==> config.mk <==
export PLATFORM = sky130hd
export DESIGN_NAME = rv_core
export DESIGN_NICKNAME = d
export VERILOG_FILES = /design/src/source/rv_pkg.sv /design/src/source/rv_fetch.sv /design/src/source/rv_decode.sv /design/src/source/rv_regfile.sv /design/src/source/rv_execute.sv /design/src/source/rv_core.sv
export SDC_FILE = /design/constraint.sdc
export NUM_CORES = 2
export LEC_CHECK = 0
export BUFFER_PORTS_ARGS = -buffer_cell sky130_fd_sc_hd__buf_2
export CAP_MARGIN = 20
export CELL_PAD_IN_SITES_DETAIL_PLACEMENT = 1
export CELL_PAD_IN_SITES_GLOBAL_PLACEMENT = 1
export CORE_MARGIN = 2
export CORE_UTILIZATION = 50
export CTS_BUF_LIST = sky130_fd_sc_hd__clkbuf_16
export DETAILED_ROUTE_END_ITERATION = 12
export PLACE_DENSITY = 0.8
export RECOVER_POWER = 50
export SETUP_SLACK_MARGIN = 0.02
export SYNTH_ARGS = -nofsm -noshare
export SYNTH_HDL_FRONTEND = slang
export SYNTH_SLANG_ARGS = --single-unit
==> constraint.sdc <==
create_clock -name clk -period 18.2 [get_ports clk]
set_input_delay 4.55 -clock clk [delete_from_list [all_inputs] [get_ports clk]]
set_output_delay 4.55 -clock clk [all_outputs]
set_load 0.05 [all_outputs]
==> src/source/rv_pkg.sv <==
// rv_pkg
// shared types and encodings for the single-cycle RV32I core
// word and register-index types, opcodes, ALU selects, control and retire records

package rv_pkg;

    // data, address and instruction word
    typedef logic [31:0] word_t;

    // architectural register index
    typedef logic [4:0] reg_idx_t;

    // ALU operation select
    typedef logic [3:0] alu_sel_t;

    localparam alu_sel_t alu_add    = 4'd0;
    localparam alu_sel_t alu_sub    = 4'd1;
    localparam alu_sel_t alu_sll    = 4'd2;
    localparam alu_sel_t alu_slt    = 4'd3;
    localparam alu_sel_t alu_sltu   = 4'd4;
    localparam alu_sel_t alu_xor    = 4'd5;
    localparam alu_sel_t alu_srl    = 4'd6;
    localparam alu_sel_t alu_sra    = 4'd7;
    localparam alu_sel_t alu_or     = 4'd8;
    localparam alu_sel_t alu_and    = 4'd9;
    // lui result is the immediate itself
    localparam alu_sel_t alu_pass_b = 4'd10;

    // base opcodes handled by the core
    localparam logic [6:0] opc_lui    = 7'b0110111;
    localparam logic [6:0] opc_auipc  = 7'b0010111;
    localparam logic [6:0] opc_jal    = 7'b1101111;
    localparam logic [6:0] opc_jalr   = 7'b1100111;
    localparam logic [6:0] opc_branch = 7'b1100011;
    localparam logic [6:0] opc_op_imm = 7'b0010011;
    localparam logic [6:0] opc_op     = 7'b0110011;

    // operand a source
    localparam logic a_sel_rs1 = 1'b0;
    localparam logic a_sel_pc  = 1'b1;

    // operand b source
    localparam logic [1:0] b_sel_rs2  = 2'd0;
    localparam logic [1:0] b_sel_imm  = 2'd1;
    localparam logic [1:0] b_sel_four = 2'd2;

    // decode to execute
    typedef struct packed {
        alu_sel_t    alu_sel;
        logic        a_sel;
        logic [1:0]  b_sel;
        word_t       imm;
        reg_idx_t    rd;
        logic        reg_write;
        logic        is_branch;
        logic [2:0]  branch_funct;
        logic        is_jal;
        logic        is_jalr;
    } ctrl_t;

    // one retired instruction
    typedef struct packed {
        word_t       pc;
        reg_idx_t    rd;
        word_t       data;
        logic        reg_write;
    } retire_t;

endpackage

==> src/source/rv_fetch.sv <==
// rv_fetch
// program counter and Wishbone classic instruction fetch
// keeps one read request open and loads the pc on every acknowledge

module rv_fetch #(
    parameter rv_pkg::word_t RESET_PC = 32'h0000_0000
) (
    input  logic          clk,
    input  logic          rst,
    output logic          wb_cyc,
    output logic          wb_stb,
    output logic          wb_we,
    output rv_pkg::word_t wb_adr,
    input  logic          wb_ack,
    input  rv_pkg::word_t wb_dat_r,
    input  rv_pkg::word_t next_pc,
    output rv_pkg::word_t pc,
    output rv_pkg::word_t instr,
    output logic          fetch_done
);

    // idle only while in reset, request from then on
    typedef enum logic {
        st_idle,
        st_request
    } state_t;

    state_t state;

    always_ff @(posedge clk) begin
        if (rst) begin
            state <= st_idle;
            pc    <= RESET_PC;
        end else begin
            case (state)
                st_idle: begin
                    // first request one cycle after reset drops
                    state <= st_request;
                end
                st_request: begin
                    // instruction retires this cycle, move on
                    if (wb_ack) begin
                        pc <= next_pc;
                    end
                end
                default: begin
                    state <= st_idle;
                end
            endcase
        end
    end

    // request stays up across instructions
    assign wb_cyc = (state == st_request);
    assign wb_stb = (state == st_request);
    // read only port
    assign wb_we  = 1'b0;
    assign wb_adr = pc;

    // instruction word goes straight to decode
    assign instr      = wb_dat_r;
    assign fetch_done = wb_stb & wb_ack;

    // bus rules seen from the master side
    a_stb_in_cyc: assert property (@(posedge clk) disable iff (rst) wb_stb |-> wb_cyc)
        else $error("wb_stb high outside a bus cycle");

    // address held through wait states
    a_adr_hold: assert property (@(posedge clk) disable iff (rst)
        (wb_stb && !wb_ack) |=> (wb_stb && $stable(wb_adr)))
        else $error("wb_adr changed while a request was waiting");

    // next_pc from execute must keep word alignment
    a_pc_align: assert property (@(posedge clk) disable iff (rst) pc[1:0] == 2'b00)
        else $error("pc not word aligned");

endmodule

==> src/source/rv_decode.sv <==
// rv_decode
// combinational RV32I decoder
// opcode and funct fields to the control record, immediates for all used formats

module rv_decode (
    input  rv_pkg::word_t    instr,
    output rv_pkg::ctrl_t    ctrl,
    output rv_pkg::reg_idx_t rs1,
    output rv_pkg::reg_idx_t rs2
);

    import rv_pkg::*;

    logic [6:0] opcode;
    logic [2:0] funct3;
    // funct7 bit 30 picks sub and sra
    logic       funct7_b30;
    reg_idx_t   rd;

    word_t imm_i;
    word_t imm_b;
    word_t imm_u;
    word_t imm_j;

    // funct3 to ALU select, alt only honoured where the ISA defines it
    function automatic alu_sel_t alu_decode(
        input logic [2:0] f3,
        input logic       alt,
        input logic       reg_form
    );
        case (f3)
            3'b000:  alu_decode = (reg_form && alt) ? alu_sub : alu_add;
            3'b001:  alu_decode = alu_sll;
            3'b010:  alu_decode = alu_slt;
            3'b011:  alu_decode = alu_sltu;
            3'b100:  alu_decode = alu_xor;
            // srai and srli share funct3
            3'b101:  alu_decode = alt ? alu_sra : alu_srl;
            3'b110:  alu_decode = alu_or;
            default: alu_decode = alu_and;
        endcase
    endfunction

    // fixed field positions
    assign opcode     = instr[6:0];
    assign rd         = instr[11:7];
    assign funct3     = instr[14:12];
    assign rs1        = instr[19:15];
    assign rs2        = instr[24:20];
    assign funct7_b30 = instr[30];

    // sign extended immediates
    assign imm_i = {{20{instr[31]}}, instr[31:20]};
    assign imm_b = {{19{instr[31]}}, instr[31], instr[7], instr[30:25], instr[11:8], 1'b0};
    assign imm_u = {instr[31:12], 12'b0};
    assign imm_j = {{11{instr[31]}}, instr[31], instr[19:12], instr[20], instr[30:21], 1'b0};

    always_comb begin
        // unknown opcodes fall through as a no-op
        ctrl              = '0;
        ctrl.alu_sel      = alu_add;
        ctrl.a_sel        = a_sel_rs1;
        ctrl.b_sel        = b_sel_rs2;
        ctrl.rd           = rd;
        ctrl.branch_funct = funct3;

        case (opcode)
            opc_lui: begin
                ctrl.alu_sel   = alu_pass_b;
                ctrl.b_sel     = b_sel_imm;
                ctrl.imm       = imm_u;
                ctrl.reg_write = 1'b1;
            end
            opc_auipc: begin
                ctrl.a_sel     = a_sel_pc;
                ctrl.b_sel     = b_sel_imm;
                ctrl.imm       = imm_u;
                ctrl.reg_write = 1'b1;
            end
            opc_jal: begin
                // link value pc + 4 through the ALU
                ctrl.a_sel     = a_sel_pc;
                ctrl.b_sel     = b_sel_four;
                ctrl.imm       = imm_j;
                ctrl.reg_write = 1'b1;
                ctrl.is_jal    = 1'b1;
            end
            opc_jalr: begin
                ctrl.a_sel     = a_sel_pc;
                ctrl.b_sel     = b_sel_four;
                ctrl.imm       = imm_i;
                ctrl.reg_write = 1'b1;
                ctrl.is_jalr   = 1'b1;
            end
            opc_branch: begin
                // compare happens in execute on funct3
                ctrl.imm       = imm_b;
                ctrl.is_branch = 1'b1;
            end
            opc_op_imm: begin
                ctrl.alu_sel   = alu_decode(funct3, funct7_b30, 1'b0);
                ctrl.b_sel     = b_sel_imm;
                ctrl.imm       = imm_i;
                ctrl.reg_write = 1'b1;
            end
            opc_op: begin
                ctrl.alu_sel   = alu_decode(funct3, funct7_b30, 1'b1);
                ctrl.reg_write = 1'b1;
            end
            default: begin
                ctrl.reg_write = 1'b0;
            end
        endcase
    end

endmodule

==> src/source/rv_regfile.sv <==
// rv_regfile
// 32-entry integer register file, x0 hardwired to zero
// two combinational read ports, one write port on the clock edge

module rv_regfile (
    input  logic             clk,
    input  rv_pkg::reg_idx_t raddr_a,
    input  rv_pkg::reg_idx_t raddr_b,
    output rv_pkg::word_t    rdata_a,
    output rv_pkg::word_t    rdata_b,
    input  logic             wen,
    input  rv_pkg::reg_idx_t waddr,
    input  rv_pkg::word_t    wdata
);

    import rv_pkg::*;

    // x1 .. x31 only, no storage for x0
    word_t regs [1:31];

    always_ff @(posedge clk) begin
        // writes to x0 dropped
        if (wen && (waddr != '0)) begin
            regs[waddr] <= wdata;
        end
    end

    // x0 reads as zero
    assign rdata_a = (raddr_a == '0) ? '0 : regs[raddr_a];
    assign rdata_b = (raddr_b == '0) ? '0 : regs[raddr_b];

    // result from execute must be fully known when committed
    a_wdata_known: assert property (@(posedge clk) wen |-> !$isunknown(wdata))
        else $error("register write with unknown data");

endmodule

==> src/source/rv_execute.sv <==
// rv_execute
// combinational execute stage
// operand select, ALU, branch compare, next pc and the retire record

module rv_execute (
    input  rv_pkg::ctrl_t    ctrl,
    input  rv_pkg::word_t    pc,
    input  rv_pkg::word_t    src1,
    input  rv_pkg::word_t    src2,
    input  logic             fetch_done,
    output rv_pkg::word_t    next_pc,
    output logic             reg_wen,
    output rv_pkg::reg_idx_t reg_waddr,
    output rv_pkg::word_t    reg_wdata,
    output logic             retire_valid,
    output rv_pkg::retire_t  retire
);

    import rv_pkg::*;

    word_t      op_a;
    word_t      op_b;
    word_t      alu_result;
    logic [4:0] shamt;
    word_t      pc_plus4;
    word_t      pc_rel;
    word_t      jalr_target;
    logic       taken;

    // operand muxes
    assign op_a = (ctrl.a_sel == a_sel_pc) ? pc : src1;

    always_comb begin
        case (ctrl.b_sel)
            b_sel_imm:  op_b = ctrl.imm;
            b_sel_four: op_b = 32'd4;
            default:    op_b = src2;
        endcase
    end

    // shifts use the low five bits only
    assign shamt = op_b[4:0];

    always_comb begin
        case (ctrl.alu_sel)
            alu_sub:    alu_result = op_a - op_b;
            alu_sll:    alu_result = op_a << shamt;
            alu_slt:    alu_result = {31'd0, $signed(op_a) < $signed(op_b)};
            alu_sltu:   alu_result = {31'd0, op_a < op_b};
            alu_xor:    alu_result = op_a ^ op_b;
            alu_srl:    alu_result = op_a >> shamt;
            alu_sra:    alu_result = $signed(op_a) >>> shamt;
            alu_or:     alu_result = op_a | op_b;
            alu_and:    alu_result = op_a & op_b;
            alu_pass_b: alu_result = op_b;
            default:    alu_result = op_a + op_b;
        endcase
    end

    // branch condition straight from rs1 and rs2
    always_comb begin
        case (ctrl.branch_funct)
            // beq, bne
            3'b000:  taken = (src1 == src2);
            3'b001:  taken = (src1 != src2);
            // blt, bge
            3'b100:  taken = ($signed(src1) < $signed(src2));
            3'b101:  taken = ($signed(src1) >= $signed(src2));
            // bltu, bgeu
            3'b110:  taken = (src1 < src2);
            3'b111:  taken = (src1 >= src2);
            default: taken = 1'b0;
        endcase
    end

    // next pc candidates
    assign pc_plus4    = pc + 32'd4;
    assign pc_rel      = pc + ctrl.imm;
    assign jalr_target = (src1 + ctrl.imm) & ~32'd1;

    always_comb begin
        if (ctrl.is_jalr) begin
            next_pc = jalr_target;
        end else if (ctrl.is_jal || (ctrl.is_branch && taken)) begin
            next_pc = pc_rel;
        end else begin
            next_pc = pc_plus4;
        end
    end

    // write only in the acknowledge cycle
    assign reg_wen   = ctrl.reg_write & fetch_done;
    assign reg_waddr = ctrl.rd;
    assign reg_wdata = alu_result;

    // retire record, data zero when nothing is written
    assign retire_valid     = fetch_done;
    assign retire.pc        = pc;
    assign retire.rd        = ctrl.rd;
    assign retire.data      = ctrl.reg_write ? alu_result : '0;
    assign retire.reg_write = ctrl.reg_write;

    // decode must only hand over defined ALU selects
    always_comb begin
        if (fetch_done) begin
            a_alu_sel_defined: assert (ctrl.alu_sel <= alu_pass_b)
                else $error("undefined ALU select %0d", ctrl.alu_sel);
        end
    end

endmodule

==> src/source/rv_core.sv <==
// rv_core
// single-cycle RV32I integer core with a Wishbone classic instruction port
// one instruction retires per fetch acknowledge

module rv_core #(
    parameter rv_pkg::word_t RESET_PC = 32'h0000_0000
) (
    input  logic            clk,
    input  logic            rst,
    output logic            wb_cyc,
    output logic            wb_stb,
    output logic            wb_we,
    output rv_pkg::word_t   wb_adr,
    input  logic            wb_ack,
    input  rv_pkg::word_t   wb_dat_r,
    output logic            retire_valid,
    output rv_pkg::retire_t retire
);

    import rv_pkg::*;

    // fetch to decode and execute
    word_t    pc;
    word_t    instr;
    logic     fetch_done;
    // execute back to fetch
    word_t    next_pc;
    // decoded control and register operands
    ctrl_t    ctrl;
    reg_idx_t rs1;
    reg_idx_t rs2;
    word_t    src1;
    word_t    src2;
    // writeback
    logic     reg_wen;
    reg_idx_t reg_waddr;
    word_t    reg_wdata;

    rv_fetch #(
        .RESET_PC   (RESET_PC)
    ) u_fetch (
        .clk        (clk),
        .rst        (rst),
        .wb_cyc     (wb_cyc),
        .wb_stb     (wb_stb),
        .wb_we      (wb_we),
        .wb_adr     (wb_adr),
        .wb_ack     (wb_ack),
        .wb_dat_r   (wb_dat_r),
        .next_pc    (next_pc),
        .pc         (pc),
        .instr      (instr),
        .fetch_done (fetch_done)
    );

    rv_decode u_decode (
        .instr (instr),
        .ctrl  (ctrl),
        .rs1   (rs1),
        .rs2   (rs2)
    );

    rv_regfile u_regfile (
        .clk     (clk),
        .raddr_a (rs1),
        .raddr_b (rs2),
        .rdata_a (src1),
        .rdata_b (src2),
        .wen     (reg_wen),
        .waddr   (reg_waddr),
        .wdata   (reg_wdata)
    );

    rv_execute u_execute (
        .ctrl         (ctrl),
        .pc           (pc),
        .src1         (src1),
        .src2         (src2),
        .fetch_done   (fetch_done),
        .next_pc      (next_pc),
        .reg_wen      (reg_wen),
        .reg_waddr    (reg_waddr),
        .reg_wdata    (reg_wdata),
        .retire_valid (retire_valid),
        .retire       (retire)
    );

endmodule

==> flow_metrics.env <==
export IMPL_status="finished with violations"
export IMPL_violations="max-capacitance violations, max-slew violations"
export IMPL_leakage_nw=25.20
export IMPL_ys_types=121
export IMPL_wl_per_cell_microns=41.94
export IMPL_max_freq_mhz=57.87
export IMPL_worstPathRequired_ps=13650
export IMPL_die_h_microns=363.5
export IMPL_syn_nets=5387
export IMPL_dieArea_sq_um=132100
export IMPL_hpwlAfterDp_mm=187.9
export IMPL_pin_count=141
export IMPL_antenna_found_initial=17
export IMPL_grtUsageMet1_pct=52.69
export IMPL_crit_chain="clkbuf_8 -> and2_1 -> buf_4 -> a22oi_1 -> and3_1 -> or4_1 -> a21oi_1 -> inv_1 -> fa_1 -> a21oi_1 -> o21bai_1 -> a2111oi_0 -> buf_4 -> o21ai_0 -> and2_1 -> a22o_1 -> o21ai_0 -> o31ai_1 -> a21oi_1 -> a211o_1 -> o22a_1 -> buf_4 -> and2_1 -> buf_2"
export IMPL_end_kind="output pin"
export IMPL_core_area_sq_um=127800
export IMPL_cts_hold_buf=0
export IMPL_syn_avg_cell_area_sq_um=12.53
export IMPL_syn_to_final_growth_pct=9.415
export IMPL_period_minus_slack_ps=17280
export IMPL_rsz0062_at_grt="no"
export IMPL_grt_start_max_net_pins=89
export IMPL_drt_iter0_markers=9409
export IMPL_hold_ws_ps=642.3
export IMPL_cts_root_buf="clkbuf_16"
export IMPL_first_pass_iters=6
export IMPL_yosysSeqAreaShare_pct=47.13
export IMPL_drive_gt1_share_pct=18.47
export IMPL_netlist_instances=5155
export IMPL_max_slew_margin_rel_pct=-210.7
export IMPL_gp_congestion=1.098
export IMPL_crit_path_start_kind="input pin"
export IMPL_busiest_layer="met2"
export IMPL_critical_path_top_delay_family="compound AO/OA/AOI/OAI gates"
export IMPL_start_util_pct=50.53
export IMPL_grt_pass1_vias=53902
export IMPL_hold_viol=0
export IMPL_cp_slowest_cell="or4_1"
export IMPL_clock_sinks=1025
export IMPL_grt_pass1_wl_mm=407.9
export IMPL_htree_levels=3
export IMPL_slew_violations=1042
export IMPL_setup_viol=0
export IMPL_n_fill_cell=12791
export IMPL_final_nets=5423
export IMPL_grt_ovfl_total=0
export IMPL_final_common_cell="edfxtp_1"
export IMPL_seq_area_sq_um=30450
export IMPL_cts_made_buffers=106
export IMPL_crit_type="in2out"
export IMPL_drv_cap=41
export IMPL_cts_tree="yes"
export IMPL_worstPathArrival_ps=12730
export IMPL_clockBufferDepth=3
export IMPL_drc_errors=0
export IMPL_ant_nets=0
export IMPL_clkTransAtPathRegs_ps=50
export IMPL_fin_skew_ps=55.27
export IMPL_ir_worst_vdd_mv=0.1044
export IMPL_synth_edf_count=992
export IMPL_async_reset_ff_share_pct=0
export IMPL_routed_via_density=7.808
export IMPL_use_met2_pct=62.89
export IMPL_cp_num_buf_inv=6
export IMPL_grt_usage_pct=43.67
export IMPL_fin_tns_setup_ps=0
export IMPL_tightest_slew_ps=4660
export IMPL_vias=54333
export IMPL_insertion_delay_ps=780
export IMPL_ys_flop_type="edfxtp_1"
export IMPL_rows=131
export IMPL_final_cell_mix="992 x edfxtp_1, 405 x mux4_2, 374 x mux2i_1"
export IMPL_wl_mm=291.8
export IMPL_p_per_area_nw_per_um2=100.8
export IMPL_ctsResizeCount=0
export IMPL_synth_area_sq_um=64600
export IMPL_cp_max_fo=88
export IMPL_hold_class="reg2reg"
export IMPL_multiInputGateArea_sq_um=31550
export IMPL_die_w_microns=363.5
export IMPL_period_share_pct=94.95
export IMPL_globalRouteMet3Util_pct=15.87
export IMPL_port_buffers=139
export IMPL_max_stage_delay_ps=800
export IMPL_yosysWarnings=0
export IMPL_ys_ff_latch=1025
export IMPL_postCtsSetupRepairBufs=0
[cells in the mapped netlist, drive strengths merged (11+ instances only)]
master / count / area (sq um)
edfxtp: 992 / 29790
mux4: 417 / 9437
mux2i: 375 / 3757
nand2: 349 / 1326
a21oi: 326 / 1632
nor2: 312 / 1174
buf: 238 / 1663
o21ai: 217 / 1094
ha: 193 / 2415
clkbuf: 172 / 651.9
inv: 168 / 633.1
a22oi: 114 / 865.8
nand3: 113 / 565.5
a21o: 67 / 503.0
a211oi: 65 / 503.0
nor3: 65 / 330.3
and2: 58 / 365.3
mux2: 56 / 634.4
o211ai: 55 / 417.9
xnor2: 54 / 473.0
and3: 48 / 300.3
xor2: 44 / 385.4
o221ai: 42 / 367.9
a22o: 41 / 359.1
a31oi: 37 / 231.5
nand4: 35 / 225.2
nor2b: 35 / 221.5
dfxtp: 33 / 660.6
o22ai: 32 / 200.2
nand2b: 30 / 187.7
o21bai: 29 / 217.7
a221oi: 27 / 242.7
o31ai: 21 / 157.7
a211o: 18 / 157.7
nor4: 18 / 152.7
o21a: 16 / 120.1
or3: 16 / 100.1
o2111ai: 14 / 122.6
or2: 14 / 87.59
a2111oi: 13 / 127.6
a21boi: 11 / 82.58
[report_power, final]
group          leakage [nW]  internal [mW]  switching (mW)
sequential             9.16           2.88          0.0122
clock                  1.89           1.37            1.02
combinational          14.1          0.506            1.34
[kinds of logic (layout without fill, tap and decap cells)]
family          Yosys count  after routing  share of synthesized area (%)
fa+ha+maj               197            197                          3.862
simple gates           1146           1146                          8.535
flops                  1025           1025                          47.13
mux                     848            848                          21.41
other cells               1             15                       0.005805
buf+inv                 579            707                          4.569
xor+xnor                 98             98                          1.329
compound gates         1261           1261                          13.16
[metrics by stage]
| stage | cell area (sq um) | std cells | setup slack, ps | total power [mW] | utilization [%] |
|---|---|---|---|---|---|
| 6_report | 70680 | 6959 | 918.9 | 7.127 | 55.29 |
| 5_1_grt | 70650 | 6945 | 747.0 | 7.236 | 55.26 |
| 4_1_cts | 70850 | 6935 | 1400 | 7.006 | 55.42 |
| 3_5_place_dp | 67080 | 6735 | 1517 | 4.657 | 52.47 |
| 3_3_place_gp | 67080 | 6734 | 1578 | 4.606 | 52.47 |
| 2_1_floorplan | 64600 | 5155 | 2035 | 3.968 | - |
[state kept, by name, summed over array words and instances, names as in the netlist]
name and flops:
u_fetch.pc 32, u_regfile.regs 992, u_fetch.wb_cyc 1
[path summary, 6_finish.rpt]
| kind | startpoint | end | slack, ps | cells past startpoint |
|---|---|---|---|---|
| min | u_fetch.pc[5] | u_fetch.pc[5] | 640 | 2 |
| max | wb_dat_r[17] | retire[1] | 920 | 24 |
| min reg2reg | u_fetch.pc[5] | u_fetch.pc[5] | 640 | 2 |
| max reg2reg | u_regfile.regs[11][1] | u_regfile.regs[29][0] | 10710 | 20 |
[worst min-delay path: stages, from the launching register on]
cell and delay, ps:
dfxtp_1 430, nand2_1 100, a21oi_1 60
[area by class of cell]
| cell class | count | area share (%) |
|---|---|---|
| Sequential cell | 1025 | 43.08 |
| Antenna cell | 14 | 0.04956 |
| Tap cell | 1662 | 2.942 |
| Multi-Input combinational cell | 3551 | 44.63 |
| Timing Repair Buffer | 338 | 3.073 |
| Clock inverter | 94 | 1.572 |
| Inverter | 169 | 0.9045 |
| Clock buffer | 106 | 3.753 |
[metal layers]
layer / wire length, microns / up-vias
met5: 114 / -
met4: 29710 / 12
met3: 43270 / 1675
met2: 122600 / 5318
met1: 96120 / 26820
li1: - / 20508
No activity file was read; power rests on OpenSTA's default activity.
